`src/verilog/nkmm_pkg.sv`:
```
`default_nettype none

package nkmm_pkg;

    localparam int INSN_WIDTH   = 31;
    localparam int REGSEL_WIDTH = 3;
    localparam int OPSEL_WIDTH  = 3;
    localparam int IMM_WIDTH    = 16;

    // Instruction field positions with the immediate in the low bits
    localparam int MEM_WRITE_BIT = 30;
    localparam int MEM_READ_BIT  = 29;
    localparam int D_SEL_LSB     = 26;
    localparam int OP_SEL_LSB    = 23;
    localparam int A_SEL_LSB     = 20;
    localparam int B_SEL_LSB     = 17;
    localparam int IMM_EN_BIT    = 16;

    // ALU operations
    localparam logic [OPSEL_WIDTH-1:0] OP_ADD = 3'd0;
    localparam logic [OPSEL_WIDTH-1:0] OP_SUB = 3'd1;
    localparam logic [OPSEL_WIDTH-1:0] OP_OR  = 3'd2;
    localparam logic [OPSEL_WIDTH-1:0] OP_AND = 3'd3;
    localparam logic [OPSEL_WIDTH-1:0] OP_XOR = 3'd4;
    localparam logic [OPSEL_WIDTH-1:0] OP_NOT = 3'd5;
    localparam logic [OPSEL_WIDTH-1:0] OP_SHI = 3'd6;

    // Shift amount in the two low bits of B
    localparam logic [1:0] SHI_1 = 2'd0;
    localparam logic [1:0] SHI_2 = 2'd1;
    localparam logic [1:0] SHI_4 = 2'd2;
    localparam logic [1:0] SHI_8 = 2'd3;
    localparam int SHI_LEFT_BIT  = 2;

    localparam logic [REGSEL_WIDTH-1:0] SEL_R0 = 3'd0;
    localparam logic [REGSEL_WIDTH-1:0] SEL_RA = 3'd1;
    localparam logic [REGSEL_WIDTH-1:0] SEL_RB = 3'd2;
    localparam logic [REGSEL_WIDTH-1:0] SEL_RC = 3'd3;
    localparam logic [REGSEL_WIDTH-1:0] SEL_RD = 3'd4;
    localparam logic [REGSEL_WIDTH-1:0] SEL_RE = 3'd5;
    localparam logic [REGSEL_WIDTH-1:0] SEL_SP = 3'd6;
    localparam logic [REGSEL_WIDTH-1:0] SEL_PC = 3'd7;

endpackage

`default_nettype wire

```
`src/verilog/nkmm_fetch.sv`:
```
`timescale 1ns/1ps
`default_nettype none

module nkmm_fetch #(
    parameter int ADDR_WIDTH = 16
) (
    input  wire                   clk,
    input  wire                   rst,
    input  wire                   stall_i,
    input  wire                   redirect_i,
    input  wire  [ADDR_WIDTH-1:0] redirect_pc_i,
    output logic [ADDR_WIDTH-1:0] pc_o
);

    logic [ADDR_WIDTH-1:0] pc_q;
    logic [ADDR_WIDTH-1:0] pc_next;

    // Jump from writeback wins over a stall
    always_comb begin
        if (redirect_i) begin
            pc_next = redirect_pc_i;
        end else if (stall_i) begin
            pc_next = pc_q;
        end else begin
            pc_next = pc_q + ADDR_WIDTH'(1);
        end
    end

    always_ff @(posedge clk) begin
        if (rst) begin
            pc_q <= '0;
        end else begin
            pc_q <= pc_next;
        end
    end

    assign pc_o = pc_q;

endmodule

`default_nettype wire

```
`src/verilog/nkmm_decode.sv`:
```
`timescale 1ns/1ps
`default_nettype none

module nkmm_decode #(
    parameter int DATA_WIDTH = 32,
    parameter int ADDR_WIDTH = 16
) (
    input  wire                                clk,
    input  wire                                rst,
    input  wire  [nkmm_pkg::INSN_WIDTH-1:0]    insn_i,
    input  wire  [ADDR_WIDTH-1:0]              pc_i,
    input  wire                                flush_i,
    input  wire                                ex_valid_i,
    input  wire  [nkmm_pkg::REGSEL_WIDTH-1:0]  ex_d_sel_i,
    input  wire                                res_valid_i,
    input  wire  [nkmm_pkg::REGSEL_WIDTH-1:0]  res_d_sel_i,
    output logic [nkmm_pkg::REGSEL_WIDTH-1:0]  a_sel_o,
    output logic [nkmm_pkg::REGSEL_WIDTH-1:0]  b_sel_o,
    output logic [nkmm_pkg::REGSEL_WIDTH-1:0]  d_sel_rd_o,
    input  wire  [DATA_WIDTH-1:0]              a_val_i,
    input  wire  [DATA_WIDTH-1:0]              b_val_i,
    input  wire  [DATA_WIDTH-1:0]              d_val_i,
    output logic                               stall_o,
    output logic                               valid_o,
    output logic                               mem_write_o,
    output logic                               mem_read_o,
    output logic [nkmm_pkg::OPSEL_WIDTH-1:0]   op_sel_o,
    output logic [DATA_WIDTH-1:0]              alu_a_o,
    output logic [DATA_WIDTH-1:0]              alu_b_o,
    output logic [DATA_WIDTH-1:0]              reg_d_o,
    output logic [nkmm_pkg::REGSEL_WIDTH-1:0]  d_sel_o
);

    logic                                    mem_write;
    logic                                    mem_read;
    logic                                    imm_en;
    logic [nkmm_pkg::OPSEL_WIDTH-1:0]        op_sel;
    logic [nkmm_pkg::IMM_WIDTH-1:0]          imm;
    logic [2:0]                              slot_valid;
    logic [2:0][nkmm_pkg::REGSEL_WIDTH-1:0]  slot_d_sel;
    logic                                    a_busy;
    logic                                    b_busy;
    logic                                    d_busy;

    // Pending write to sel in any later slot but never for R0 or PC
    function automatic logic src_busy(
        input logic [nkmm_pkg::REGSEL_WIDTH-1:0]       sel,
        input logic [2:0]                              valid,
        input logic [2:0][nkmm_pkg::REGSEL_WIDTH-1:0]  dst
    );
        logic hit;
        hit = 1'b0;
        if (sel != nkmm_pkg::SEL_R0 && sel != nkmm_pkg::SEL_PC) begin
            for (int i = 0; i < 3; i++) begin
                hit = hit | (valid[i] && dst[i] == sel);
            end
        end
        return hit;
    endfunction

    function automatic logic [DATA_WIDTH-1:0] operand(
        input logic [nkmm_pkg::REGSEL_WIDTH-1:0] sel,
        input logic [DATA_WIDTH-1:0]             val,
        input logic [ADDR_WIDTH-1:0]             pc
    );
        return (sel == nkmm_pkg::SEL_PC) ? DATA_WIDTH'(pc) : val;
    endfunction

    assign mem_write  = insn_i[nkmm_pkg::MEM_WRITE_BIT];
    assign mem_read   = insn_i[nkmm_pkg::MEM_READ_BIT];
    assign d_sel_rd_o = insn_i[nkmm_pkg::D_SEL_LSB +: nkmm_pkg::REGSEL_WIDTH];
    assign op_sel     = insn_i[nkmm_pkg::OP_SEL_LSB +: nkmm_pkg::OPSEL_WIDTH];
    assign a_sel_o    = insn_i[nkmm_pkg::A_SEL_LSB +: nkmm_pkg::REGSEL_WIDTH];
    assign b_sel_o    = insn_i[nkmm_pkg::B_SEL_LSB +: nkmm_pkg::REGSEL_WIDTH];
    assign imm_en     = insn_i[nkmm_pkg::IMM_EN_BIT];
    assign imm        = insn_i[nkmm_pkg::IMM_WIDTH-1:0];

    // Own slot at index 0 up to the result slot at index 2
    assign slot_valid = {res_valid_i, ex_valid_i, valid_o};
    assign slot_d_sel = {res_d_sel_i, ex_d_sel_i, d_sel_o};

    assign a_busy  = src_busy(a_sel_o, slot_valid, slot_d_sel);
    assign b_busy  = src_busy(b_sel_o, slot_valid, slot_d_sel);
    assign d_busy  = src_busy(d_sel_rd_o, slot_valid, slot_d_sel);
    assign stall_o = a_busy | (b_busy & ~imm_en) | (d_busy & mem_write);

    always_ff @(posedge clk) begin
        if (rst) begin
            valid_o     <= 1'b0;
            mem_write_o <= 1'b0;
            mem_read_o  <= 1'b0;
        end else begin
            valid_o     <= ~stall_o & ~flush_i;
            mem_write_o <= mem_write;
            mem_read_o  <= mem_read;
        end
    end

    always_ff @(posedge clk) begin
        op_sel_o <= op_sel;
        alu_a_o  <= operand(a_sel_o, a_val_i, pc_i);
        alu_b_o  <= imm_en ? DATA_WIDTH'(imm) : operand(b_sel_o, b_val_i, pc_i);
        reg_d_o  <= operand(d_sel_rd_o, d_val_i, pc_i);
        d_sel_o  <= d_sel_rd_o;
    end

endmodule

`default_nettype wire

```
`src/verilog/nkmm_regfile.sv`:
```
`timescale 1ns/1ps
`default_nettype none

module nkmm_regfile #(
    parameter int DATA_WIDTH = 32
) (
    input  wire                                clk,
    input  wire                                rst,
    input  wire  [nkmm_pkg::REGSEL_WIDTH-1:0]  a_sel_i,
    input  wire  [nkmm_pkg::REGSEL_WIDTH-1:0]  b_sel_i,
    input  wire  [nkmm_pkg::REGSEL_WIDTH-1:0]  d_sel_i,
    output logic [DATA_WIDTH-1:0]              a_val_o,
    output logic [DATA_WIDTH-1:0]              b_val_o,
    output logic [DATA_WIDTH-1:0]              d_val_o,
    input  wire                                wr_en_i,
    input  wire  [nkmm_pkg::REGSEL_WIDTH-1:0]  wr_sel_i,
    input  wire  [DATA_WIDTH-1:0]              wr_data_i
);

    // RA at 1 through SP at 6
    localparam int NUM_REGS = 6;

    logic [NUM_REGS:1][DATA_WIDTH-1:0] regs_q;

    // R0 and the PC code read as zero here
    function automatic logic [DATA_WIDTH-1:0] read_port(
        input logic [nkmm_pkg::REGSEL_WIDTH-1:0]  sel,
        input logic [NUM_REGS:1][DATA_WIDTH-1:0]  regs
    );
        logic [DATA_WIDTH-1:0] val;
        val = '0;
        for (int i = 1; i <= NUM_REGS; i++) begin
            if (int'(sel) == i) begin
                val = regs[i];
            end
        end
        return val;
    endfunction

    assign a_val_o = read_port(a_sel_i, regs_q);
    assign b_val_o = read_port(b_sel_i, regs_q);
    assign d_val_o = read_port(d_sel_i, regs_q);

    always_ff @(posedge clk) begin
        if (rst) begin
            regs_q <= '0;
        end else if (wr_en_i) begin
            for (int i = 1; i <= NUM_REGS; i++) begin
                if (int'(wr_sel_i) == i) begin
                    regs_q[i] <= wr_data_i;
                end
            end
        end
    end

endmodule

`default_nettype wire

```
`src/verilog/nkmm_execute.sv`:
```
`timescale 1ns/1ps
`default_nettype none

module nkmm_execute #(
    parameter int DATA_WIDTH = 32,
    parameter int ADDR_WIDTH = 16
) (
    input  wire                                clk,
    input  wire                                rst,
    input  wire                                flush_i,
    input  wire                                valid_i,
    input  wire                                mem_write_i,
    input  wire                                mem_read_i,
    input  wire  [nkmm_pkg::OPSEL_WIDTH-1:0]   op_sel_i,
    input  wire  [DATA_WIDTH-1:0]              alu_a_i,
    input  wire  [DATA_WIDTH-1:0]              alu_b_i,
    input  wire  [DATA_WIDTH-1:0]              reg_d_i,
    input  wire  [nkmm_pkg::REGSEL_WIDTH-1:0]  d_sel_i,
    output logic                               valid_o,
    output logic                               mem_read_o,
    output logic [DATA_WIDTH-1:0]              alu_r_o,
    output logic [nkmm_pkg::REGSEL_WIDTH-1:0]  d_sel_o,
    output logic [ADDR_WIDTH-1:0]              addr_o,
    output logic [DATA_WIDTH-1:0]              data_o,
    output logic                               we_o
);

    logic                  mem_write_q;
    logic [3:0]            shamt;
    logic [DATA_WIDTH-1:0] shifted;
    logic [DATA_WIDTH-1:0] alu_r;

    always_comb begin
        case (alu_b_i[1:0])
            nkmm_pkg::SHI_1: shamt = 4'd1;
            nkmm_pkg::SHI_2: shamt = 4'd2;
            nkmm_pkg::SHI_4: shamt = 4'd4;
            nkmm_pkg::SHI_8: shamt = 4'd8;
        endcase
        shifted = alu_b_i[nkmm_pkg::SHI_LEFT_BIT] ? (alu_a_i << shamt) : (alu_a_i >> shamt);

        case (op_sel_i)
            nkmm_pkg::OP_ADD: alu_r = alu_a_i + alu_b_i;
            nkmm_pkg::OP_SUB: alu_r = alu_a_i - alu_b_i;
            nkmm_pkg::OP_OR:  alu_r = alu_a_i | alu_b_i;
            nkmm_pkg::OP_AND: alu_r = alu_a_i & alu_b_i;
            nkmm_pkg::OP_XOR: alu_r = alu_a_i ^ alu_b_i;
            nkmm_pkg::OP_NOT: alu_r = ~alu_b_i;
            nkmm_pkg::OP_SHI: alu_r = shifted;
            default:          alu_r = '0;
        endcase
    end

    always_ff @(posedge clk) begin
        if (rst) begin
            valid_o     <= 1'b0;
            mem_write_q <= 1'b0;
            mem_read_o  <= 1'b0;
        end else begin
            valid_o     <= valid_i & ~flush_i;
            mem_write_q <= mem_write_i;
            mem_read_o  <= mem_read_i;
        end
    end

    always_ff @(posedge clk) begin
        alu_r_o <= alu_r;
        data_o  <= reg_d_i;
        d_sel_o <= d_sel_i;
    end

    assign addr_o = alu_r_o[ADDR_WIDTH-1:0];
    // A store right behind a jump must not reach memory
    assign we_o   = valid_o & mem_write_q & ~flush_i;

endmodule

`default_nettype wire

```
`src/verilog/nkmm_result.sv`:
```
`timescale 1ns/1ps
`default_nettype none

module nkmm_result #(
    parameter int DATA_WIDTH = 32,
    parameter int ADDR_WIDTH = 16
) (
    input  wire                                clk,
    input  wire                                rst,
    input  wire                                valid_i,
    input  wire                                mem_read_i,
    input  wire  [DATA_WIDTH-1:0]              alu_r_i,
    input  wire  [nkmm_pkg::REGSEL_WIDTH-1:0]  d_sel_i,
    input  wire  [DATA_WIDTH-1:0]              data_i,
    output logic                               valid_o,
    output logic [nkmm_pkg::REGSEL_WIDTH-1:0]  d_sel_o,
    output logic                               wr_en_o,
    output logic [nkmm_pkg::REGSEL_WIDTH-1:0]  wr_sel_o,
    output logic [DATA_WIDTH-1:0]              wr_data_o,
    output logic                               redirect_o,
    output logic [ADDR_WIDTH-1:0]              redirect_pc_o,
    output logic                               flush_o
);

    logic                  mem_read_q;
    logic [DATA_WIDTH-1:0] alu_r_q;

    always_ff @(posedge clk) begin
        if (rst) begin
            valid_o    <= 1'b0;
            mem_read_q <= 1'b0;
        end else begin
            // The slot behind a jump is dropped too
            valid_o    <= valid_i & ~flush_o;
            mem_read_q <= mem_read_i;
        end
    end

    always_ff @(posedge clk) begin
        alu_r_q <= alu_r_i;
        d_sel_o <= d_sel_i;
    end

    // Registered read data arrives one cycle after the address
    assign wr_data_o = mem_read_q ? data_i : alu_r_q;
    assign wr_sel_o  = d_sel_o;
    assign wr_en_o   = valid_o;

    assign redirect_o    = valid_o && (d_sel_o == nkmm_pkg::SEL_PC);
    assign redirect_pc_o = wr_data_o[ADDR_WIDTH-1:0];
    assign flush_o       = redirect_o;

endmodule

`default_nettype wire

```
`src/verilog/nkmm_cpu.sv`:
```
`timescale 1ns/1ps
`default_nettype none

module nkmm_cpu #(
    parameter int DATA_WIDTH = 32,
    parameter int ADDR_WIDTH = 16
) (
    input  wire                              clk,
    input  wire                              rst,
    input  wire  [DATA_WIDTH-1:0]            data_i,
    output logic [DATA_WIDTH-1:0]            data_o,
    output logic [ADDR_WIDTH-1:0]            addr_o,
    output logic                             we_o,
    input  wire  [nkmm_pkg::INSN_WIDTH-1:0]  prog_data_i,
    output logic [ADDR_WIDTH-1:0]            prog_addr_o
);

    logic [ADDR_WIDTH-1:0]             pc;
    logic                              stall;
    logic                              redirect;
    logic [ADDR_WIDTH-1:0]             redirect_pc;
    logic                              flush;

    // Register file read side
    logic [nkmm_pkg::REGSEL_WIDTH-1:0] rd_a_sel;
    logic [nkmm_pkg::REGSEL_WIDTH-1:0] rd_b_sel;
    logic [nkmm_pkg::REGSEL_WIDTH-1:0] rd_d_sel;
    logic [DATA_WIDTH-1:0]             rd_a_val;
    logic [DATA_WIDTH-1:0]             rd_b_val;
    logic [DATA_WIDTH-1:0]             rd_d_val;

    // Decode slot
    logic                              dec_valid;
    logic                              dec_mem_write;
    logic                              dec_mem_read;
    logic [nkmm_pkg::OPSEL_WIDTH-1:0]  dec_op_sel;
    logic [DATA_WIDTH-1:0]             dec_alu_a;
    logic [DATA_WIDTH-1:0]             dec_alu_b;
    logic [DATA_WIDTH-1:0]             dec_reg_d;
    logic [nkmm_pkg::REGSEL_WIDTH-1:0] dec_d_sel;

    // Execute slot
    logic                              ex_valid;
    logic                              ex_mem_read;
    logic [DATA_WIDTH-1:0]             ex_alu_r;
    logic [nkmm_pkg::REGSEL_WIDTH-1:0] ex_d_sel;

    // Result slot and writeback
    logic                              res_valid;
    logic [nkmm_pkg::REGSEL_WIDTH-1:0] res_d_sel;
    logic                              wr_en;
    logic [nkmm_pkg::REGSEL_WIDTH-1:0] wr_sel;
    logic [DATA_WIDTH-1:0]             wr_data;

    assign prog_addr_o = pc;

    nkmm_fetch #(
        .ADDR_WIDTH(ADDR_WIDTH)
    ) fetch0 (
        .clk(clk), .rst(rst),
        .stall_i(stall), .redirect_i(redirect), .redirect_pc_i(redirect_pc),
        .pc_o(pc)
    );

    nkmm_decode #(
        .DATA_WIDTH(DATA_WIDTH), .ADDR_WIDTH(ADDR_WIDTH)
    ) decode0 (
        .clk(clk), .rst(rst),
        .insn_i(prog_data_i), .pc_i(pc), .flush_i(flush),
        .ex_valid_i(ex_valid), .ex_d_sel_i(ex_d_sel),
        .res_valid_i(res_valid), .res_d_sel_i(res_d_sel),
        .a_sel_o(rd_a_sel), .b_sel_o(rd_b_sel), .d_sel_rd_o(rd_d_sel),
        .a_val_i(rd_a_val), .b_val_i(rd_b_val), .d_val_i(rd_d_val),
        .stall_o(stall),
        .valid_o(dec_valid), .mem_write_o(dec_mem_write), .mem_read_o(dec_mem_read),
        .op_sel_o(dec_op_sel), .alu_a_o(dec_alu_a), .alu_b_o(dec_alu_b),
        .reg_d_o(dec_reg_d), .d_sel_o(dec_d_sel)
    );

    nkmm_regfile #(
        .DATA_WIDTH(DATA_WIDTH)
    ) regfile0 (
        .clk(clk), .rst(rst),
        .a_sel_i(rd_a_sel), .b_sel_i(rd_b_sel), .d_sel_i(rd_d_sel),
        .a_val_o(rd_a_val), .b_val_o(rd_b_val), .d_val_o(rd_d_val),
        .wr_en_i(wr_en), .wr_sel_i(wr_sel), .wr_data_i(wr_data)
    );

    nkmm_execute #(
        .DATA_WIDTH(DATA_WIDTH), .ADDR_WIDTH(ADDR_WIDTH)
    ) execute0 (
        .clk(clk), .rst(rst), .flush_i(flush),
        .valid_i(dec_valid), .mem_write_i(dec_mem_write), .mem_read_i(dec_mem_read),
        .op_sel_i(dec_op_sel), .alu_a_i(dec_alu_a), .alu_b_i(dec_alu_b),
        .reg_d_i(dec_reg_d), .d_sel_i(dec_d_sel),
        .valid_o(ex_valid), .mem_read_o(ex_mem_read), .alu_r_o(ex_alu_r), .d_sel_o(ex_d_sel),
        .addr_o(addr_o), .data_o(data_o), .we_o(we_o)
    );

    nkmm_result #(
        .DATA_WIDTH(DATA_WIDTH), .ADDR_WIDTH(ADDR_WIDTH)
    ) result0 (
        .clk(clk), .rst(rst),
        .valid_i(ex_valid), .mem_read_i(ex_mem_read), .alu_r_i(ex_alu_r), .d_sel_i(ex_d_sel),
        .data_i(data_i),
        .valid_o(res_valid), .d_sel_o(res_d_sel),
        .wr_en_o(wr_en), .wr_sel_o(wr_sel), .wr_data_o(wr_data),
        .redirect_o(redirect), .redirect_pc_o(redirect_pc), .flush_o(flush)
    );

endmodule

`default_nettype wire

```
`config.mk`:
```
export PLATFORM = sky130hd
export DESIGN_NAME = nkmm_cpu
export DESIGN_NICKNAME = d
export VERILOG_FILES = /design/src/verilog/nkmm_pkg.sv /design/src/verilog/nkmm_fetch.sv /design/src/verilog/nkmm_decode.sv /design/src/verilog/nkmm_regfile.sv /design/src/verilog/nkmm_execute.sv /design/src/verilog/nkmm_result.sv /design/src/verilog/nkmm_cpu.sv
export SDC_FILE = /design/constraint.sdc
export NUM_CORES = 1
export LEC_CHECK = 0
export ABC_AREA = 0
export BUFFER_PORTS_ARGS = -buffer_cell sky130_fd_sc_hd__buf_2
export CAP_MARGIN = 25
export CORE_MARGIN = 10
export CORE_UTILIZATION = 35
export CTS_CLUSTER_SIZE = 20
export DETAILED_ROUTE_END_ITERATION = 8
export GPL_TIMING_DRIVEN = 0
export PLACE_DENSITY_LB_ADDON = 0.05
export SYNTH_ARGS = -nofsm -noshare
export SYNTH_HDL_FRONTEND = slang
export SYNTH_HIERARCHICAL = 1
export SYNTH_SLANG_ARGS = --single-unit
```
`constraint.sdc`:
```
create_clock -name clk -period 10.85 [get_ports clk]
set_input_delay 0.5425 -clock clk [delete_from_list [all_inputs] [get_ports clk]]
set_output_delay 0.5425 -clock clk [all_outputs]
set_load 0.01 [all_outputs]
```
; Yosys cells after proc, flatten, opt, wreduce, memory -nomap -nowiden
; Index checks and enable logic that the tools add are counted.
[word_totals]
register_bits = 420
inputBits = 65
output_inout_bits = 65
word_cells = 161
[classes]
add_sub_neg = 3
n_eq_ne = 50
n_shift = 2
mux = 31
bitwise = 22
reduce_logical = 25
[ops]
columns = op, count
row1 = 2-to-1 mux 32 bit, 20
row2 = case mux 32 bit (7 select lines), 1
row3 = 2-to-1 mux 16 bit, 6
row4 = "equality test 3 bit, second input constant", 23
row5 = adder 32 bit, 1
row6 = bitwise AND 32 bit, 1
row7 = NOT 32 bit, 1
row8 = bitwise OR 32 bit, 1
row9 = << shifter 32 x 4 -> 32 bit, 1
row10 = right shift 32 x 4 -> 32 bit, 1
row11 = subtractor 32 bit, 1
row12 = bitwise XOR 32 bit, 1
row13 = "equality test 3 x 2 -> 1 bit, second input constant", 10
row14 = equality test 3 bit, 9
row15 = "adder 16 x 1 -> 16 bit, second input constant", 1
row16 = case mux 4 bit (4 select lines), 1
row17 = logical AND 1 bit, 13
row18 = AND reduction 2 bit, 6
row19 = "!= test 3 bit, second input constant", 3
row20 = nonzero test 3 bit, 3
row21 = bitwise OR 1 bit, 8
row22 = bitwise AND 1 bit, 7
row23 = "equality test 2 bit, second input constant", 2
row24 = "equality test 3 x 1 -> 1 bit, second input constant", 1
row25 = 7 further kinds, 11

; Logic depth before layout (Yosys ltp)
[logic_depth]
ltp_word = 10
mapped_depth = 17
ltp_nobuf = 16

; By module
; Netlist, hierarchy kept.
[by_module_without_submodules]
columns = module, instances, cells_each, area_per_inst_um2, seq_area_each_um2
row1 = nkmm_regfile, 1, 1487, 11199.5, 3843.7
row2 = nkmm_execute, 1, 1231, 9346.5, 1401.3
row3 = nkmm_decode, 1, 313, 3626.0, 2102.0
row4 = nkmm_result, 1, 97, 1465.2, 740.7
row5 = nkmm_fetch, 1, 116, 993.5, 320.3

; Least setup slack after synthesis
; Ideal clock, no wire load.
[synth_timing]
path_type = register to register
start = reg decode0.alu_b_o[2]
end = reg execute0.alu_r_o[30]
setup_ns = 0.120
arrival_time_ns = 3.562
required_time_ns = 10.730
path_slack_ns = 7.168
stages_incl_launch_ff = 15
n_path_buf = 4
period_less_slack_ns = 3.682
path_cell_list = dfxtp_1 > clkbuf_1 > clkbuf_1 > clkbuf_1 > buf_1 > xnor2_1 > ha_1 > nor2b_1 > o2111ai_1 > a31oi_1 > o41ai_2 > o31a_1 > o21ai_1 > xor2_1 > a211o_1
[synth_between]
elab_chain_len = 2
elab_cells_between_ends = 4
cone_classes = add/sub (2) / mux (2)
[synth_lines]
columns = item, line_no
row1 = "start, declared", nkmm_decode.sv:29  ; output logic [DATA_WIDTH-1:0] alu_b_o,
row2 = "start signal, assigned", nkmm_decode.sv:102  ; alu_b_o <= imm_en ? DATA_WIDTH'(imm) : operand(b_sel_o, b_val_i, pc_i);
row3 = subtractor 32 bit (tied with other cells), nkmm_execute.sv:44  ; nkmm_pkg::OP_SUB: alu_r = alu_a_i - alu_b_i;
row4 = case mux 32 bit (7 select lines) (*), nkmm_execute.sv:42  ; case (op_sel_i)
row5 = via execute0.alu_r[30], nkmm_execute.sv:31  ; logic [DATA_WIDTH-1:0] alu_r;
row6 = "end signal, assigned", nkmm_execute.sv:67  ; alu_r_o <= alu_r;
row7 = "end, declared", nkmm_execute.sv:21  ; output logic [DATA_WIDTH-1:0] alu_r_o,
; The timed path passes the listed nets; every way through them passes the cells marked *.
; A chain may end at the register's enable or synchronous reset.

; Final worst setup path
[layout_timing]
start = reg decode0.alu_b_o[2]
end = reg execute0.alu_r_o[24]
; Same word-level chain as after synthesis.

==> results.yml <==
run_status:
  status: "finished, final reports clean"
routing:
  wirelength_um: 130000
  routed_via_density: 5.87
  vias: 26068
  first_pass_iters: 5
  drt_iter0_drc: 2488
  final_antenna_net_count: 0
  wl_per_cell_um: 29.3
  drc: 0
floorplanning:
  start_util_pct: 35.2
  ios: 130
  die_area_mm2: 0.0875
  fp.coreArea_mm2: 0.0757
  die_x_um: 296
  num_rows: 101
  die_h_um: 296
timing:
  whs_ps: 46.0
  min_period_ps: 6090
  relSlewSlack_pct: 24.4
  finalMaxSlewViolations: 0
  final-hold-violation-count: 0
  setup_violations: 0
  clock.fmax_mhz: 164
  skew_ps: 40.4
  worst_pin_slew_ps: 1130
  fin_crit_sh_pct: 56.2
  fin_setup_tns_ps: 0
  rsz0062_at_grt: "no"
synthesis:
  yosys_register_bits: 420
  synth_edf_count: 0
  netlist.area_leader.share_pct: 31.6
  yosysSeqAreaShare_pct: 31.6
  synth_area_leaders: "dfxtp_1, nand2_1, mux2i_1"
  synthDistinctLibCells: 96
  synthFlopType: "dfxtp_1"
  synth_area_mm2: 0.0266
  yosys_warnings: 6
  syn_inst: 3244
  synthArstFlopShare_pct: 0
  syn-mean-instance-area_um2: 8.21
  yosysTopAreaCell: "dfxtp_1"
  synth_nets: 3411
global_routing:
  grt_pass1_wl_um: 183000
  grt_pass1_vias: 25222
  antenna_found_initial: 13
  grt_util_all_layers_pct: 28.7
  grt_overflow: 0
  grt_max_degree: 19
clock_tree:
  post_cts_buffers: 0
  cts_root_buf: "clkbuf_16"
  cts_tree: "built"
  clock_sinks: 420
  post_cts_resized: 0
  worstSkewPairLatency_ps: 620
  htree_levels: 2
  cts_made_buffers: 51
  clk_transition_reported_paths_ps: 60
  holdBufCountCts: 0
  cts.path.max_buffers: 3
placement:
  hpwl_um: 103000
  place.gp.congestion: 1.02
  portBuffers: 126
cells_and_area:
  syn_to_final_growth_pct: 13.2
  fin_nets: 3591
  drive_above_1_share_pct: 16.0
pwr:
  switching_share_pct: 31.8
  clkPwrFrac_pct: 40.1
  power_density_mw_per_mm2: 141
  seqPwrFrac_pct: 39.4
  combPwrFrac_pct: 20.5
  intPower_w: 0.00291
  leakage_nw: 11.8
  ir_drop_mv: 0.122
  power_switching_w: 0.00136
setup_path:
  cp.arrival_ps: 6450
  cp-end-kind: "flip-flop"
  start_kind: "flip-flop"
  cp_data_required_time_ps: 11210
  critPathKind: "flip-flop to flip-flop"
  cp_max_fo: 10
min_path:
  worst_hold_path_type: "input pin to flip-flop"
job:
  drv_cap: 0
metal layers:
metal  track usage [%]  vias up  wire length, um
li1                  -    11853                -
met1              35.8    12667            53500
met2              48.4     1227            61400
met3              4.20      317             8830
met4              13.4        4             6500
met5                 0        -               27
power by group through the flow:
stage,clock network [W],registers [W],logic [W]
floorplan,0,0.00169,0.000507
global placement,0,0.00171,0.000857
detailed placement,0,0.00171,0.000855
CTS,0.00175,0.00168,0.000859
global route,0.00180,0.00169,0.000919
finish,0.00171,0.00168,0.000876
layout by cell type, fill, tap and decap left out, drive strengths merged, types with 72 or more instances in the layout:
cell / netlist / layout
dfxtp: 420 / 420
clkbuf: 164 / 232
mux2i: 206 / 206
inv: 86 / 88
nand2: 550 / 550
nor2: 191 / 191
buf: 134 / 261
mux2: 175 / 175
ha: 101 / 101
xnor2: 72 / 72
o21ai: 142 / 142
a21oi: 400 / 400
registers in the layout, summed over array words and instances (netlist names):
| register | flops |
|---|---|
| decode0/mem_read_o | 1 |
| decode0/alu_b_o | 32 |
| result0/mem_read_q | 1 |
| fetch0/pc_o | 16 |
| decode0/d_sel_o | 3 |
| execute0/d_sel_o | 3 |
| decode0/valid_o | 1 |
| execute0/mem_write_q | 1 |
| execute0/alu_r_o | 32 |
| execute0/mem_read_o | 1 |
| result0/d_sel_o | 3 |
| decode0/op_sel_o | 3 |
| decode0/mem_write_o | 1 |
| result0/alu_r_q | 32 |
| decode0/alu_a_o | 32 |
| execute0/data_o | 32 |
| regfile0/regs_q | 192 |
| result0/valid_o | 1 |
| execute0/valid_o | 1 |
| decode0/reg_d_o | 32 |
synthesized netlist by cell type (all sizes together) (5+ instances only):
library cell and instances:
o21ai 142, nor2b 30, o41ai 5, ha 101
o311ai 5, clkbuf 164, o31ai 12, nand4 23
nand2 550, a21o 24, a211o 9, nor4 7
inv 86, xor2 14, o221ai 34, a211oi 24
a21oi 400, a41oi 6, o211ai 24, a221o 15
and4 6, nor3 14, xnor2 72, a311oi 9
a2111oi 6, nor2 191, mux2 175, or3 17
mux4 20, and3 10, nand2b 18, o22ai 12
or2 7, mux2i 206, a31oi 24, dfxtp 420
nand3 34, a221oi 62, and2 54, or4 5
a22oi 17, buf 134
per-stage QoR:
| step | instances | worst slack (ps) | cell area (um2) | util (%) | power, W |
|---|---|---|---|---|---|
| final | 4439 | 4760 | 30100 | 39.8 | 0.00427 |
| after global routing | 4436 | 4740 | 30100 | 39.8 | 0.00440 |
| after CTS | 4436 | 4980 | 30100 | 39.8 | 0.00428 |
| after detailed placement | 4349 | 5000 | 28500 | 37.6 | 0.00257 |
| after global placement | 4348 | 4760 | 28500 | 37.6 | 0.00257 |
| after floorplan | 3244 | 7170 | 26600 | - | 0.00220 |
worst max-delay path, stage by stage, from the launching register on:
cell and delay (ps):
dfxtp_1 650, clkbuf_1 610, clkbuf_1 540, clkbuf_1 450
buf_1 680, xnor2_1 170, ha_1 330, nor2b_1 170
o2111ai_1 380, nand3_1 210, a21oi_1 570, o41ai_1 220
nand2b_1 200, xnor2_1 310, o221ai_1 330
worst paths after layout:
check                           slack [ps]  depth (start not counted)                   end            startpoint
worst max-delay path                  4760                         14  execute0/alu_r_o[24]    decode0/alu_b_o[2]
worst max register to register        4760                         14  execute0/alu_r_o[24]    decode0/alu_b_o[2]
worst min register to register         320                          0   result0/alu_r_q[20]  execute0/alu_r_o[20]
worst min-delay path                    50                          1   decode0/op_sel_o[0]       prog_data_i[23]
cells by family (layout without fill, tap and decap cells):
family                     Yosys count  in the layout  synth area share, %
muxes                              401            401                 17.3
and+or+nand+nor                    984            984                 16.4
AOI/OAI and AO/OA                  865            865                 20.2
other                                0              3                    0
xor gates and xnor gates            86             86                 2.83
DFF                                420            420                 31.6
buffers and inverters              386            600                 6.87
adders and majority gates          102            102                 4.82
cell type report:
class                   count  area, um2
well taps                 978       1220
plain buffers             299       1500
flip-flops and latches    420       8410
clock buffers              68       1440
clock inverters            19        209
multi-input cells        2438      16400
inverters                  87        327
diodes                      3       7.51
fillers                  7813      45500
repair buffers            127        636
(Power assumes the default switching activity.)
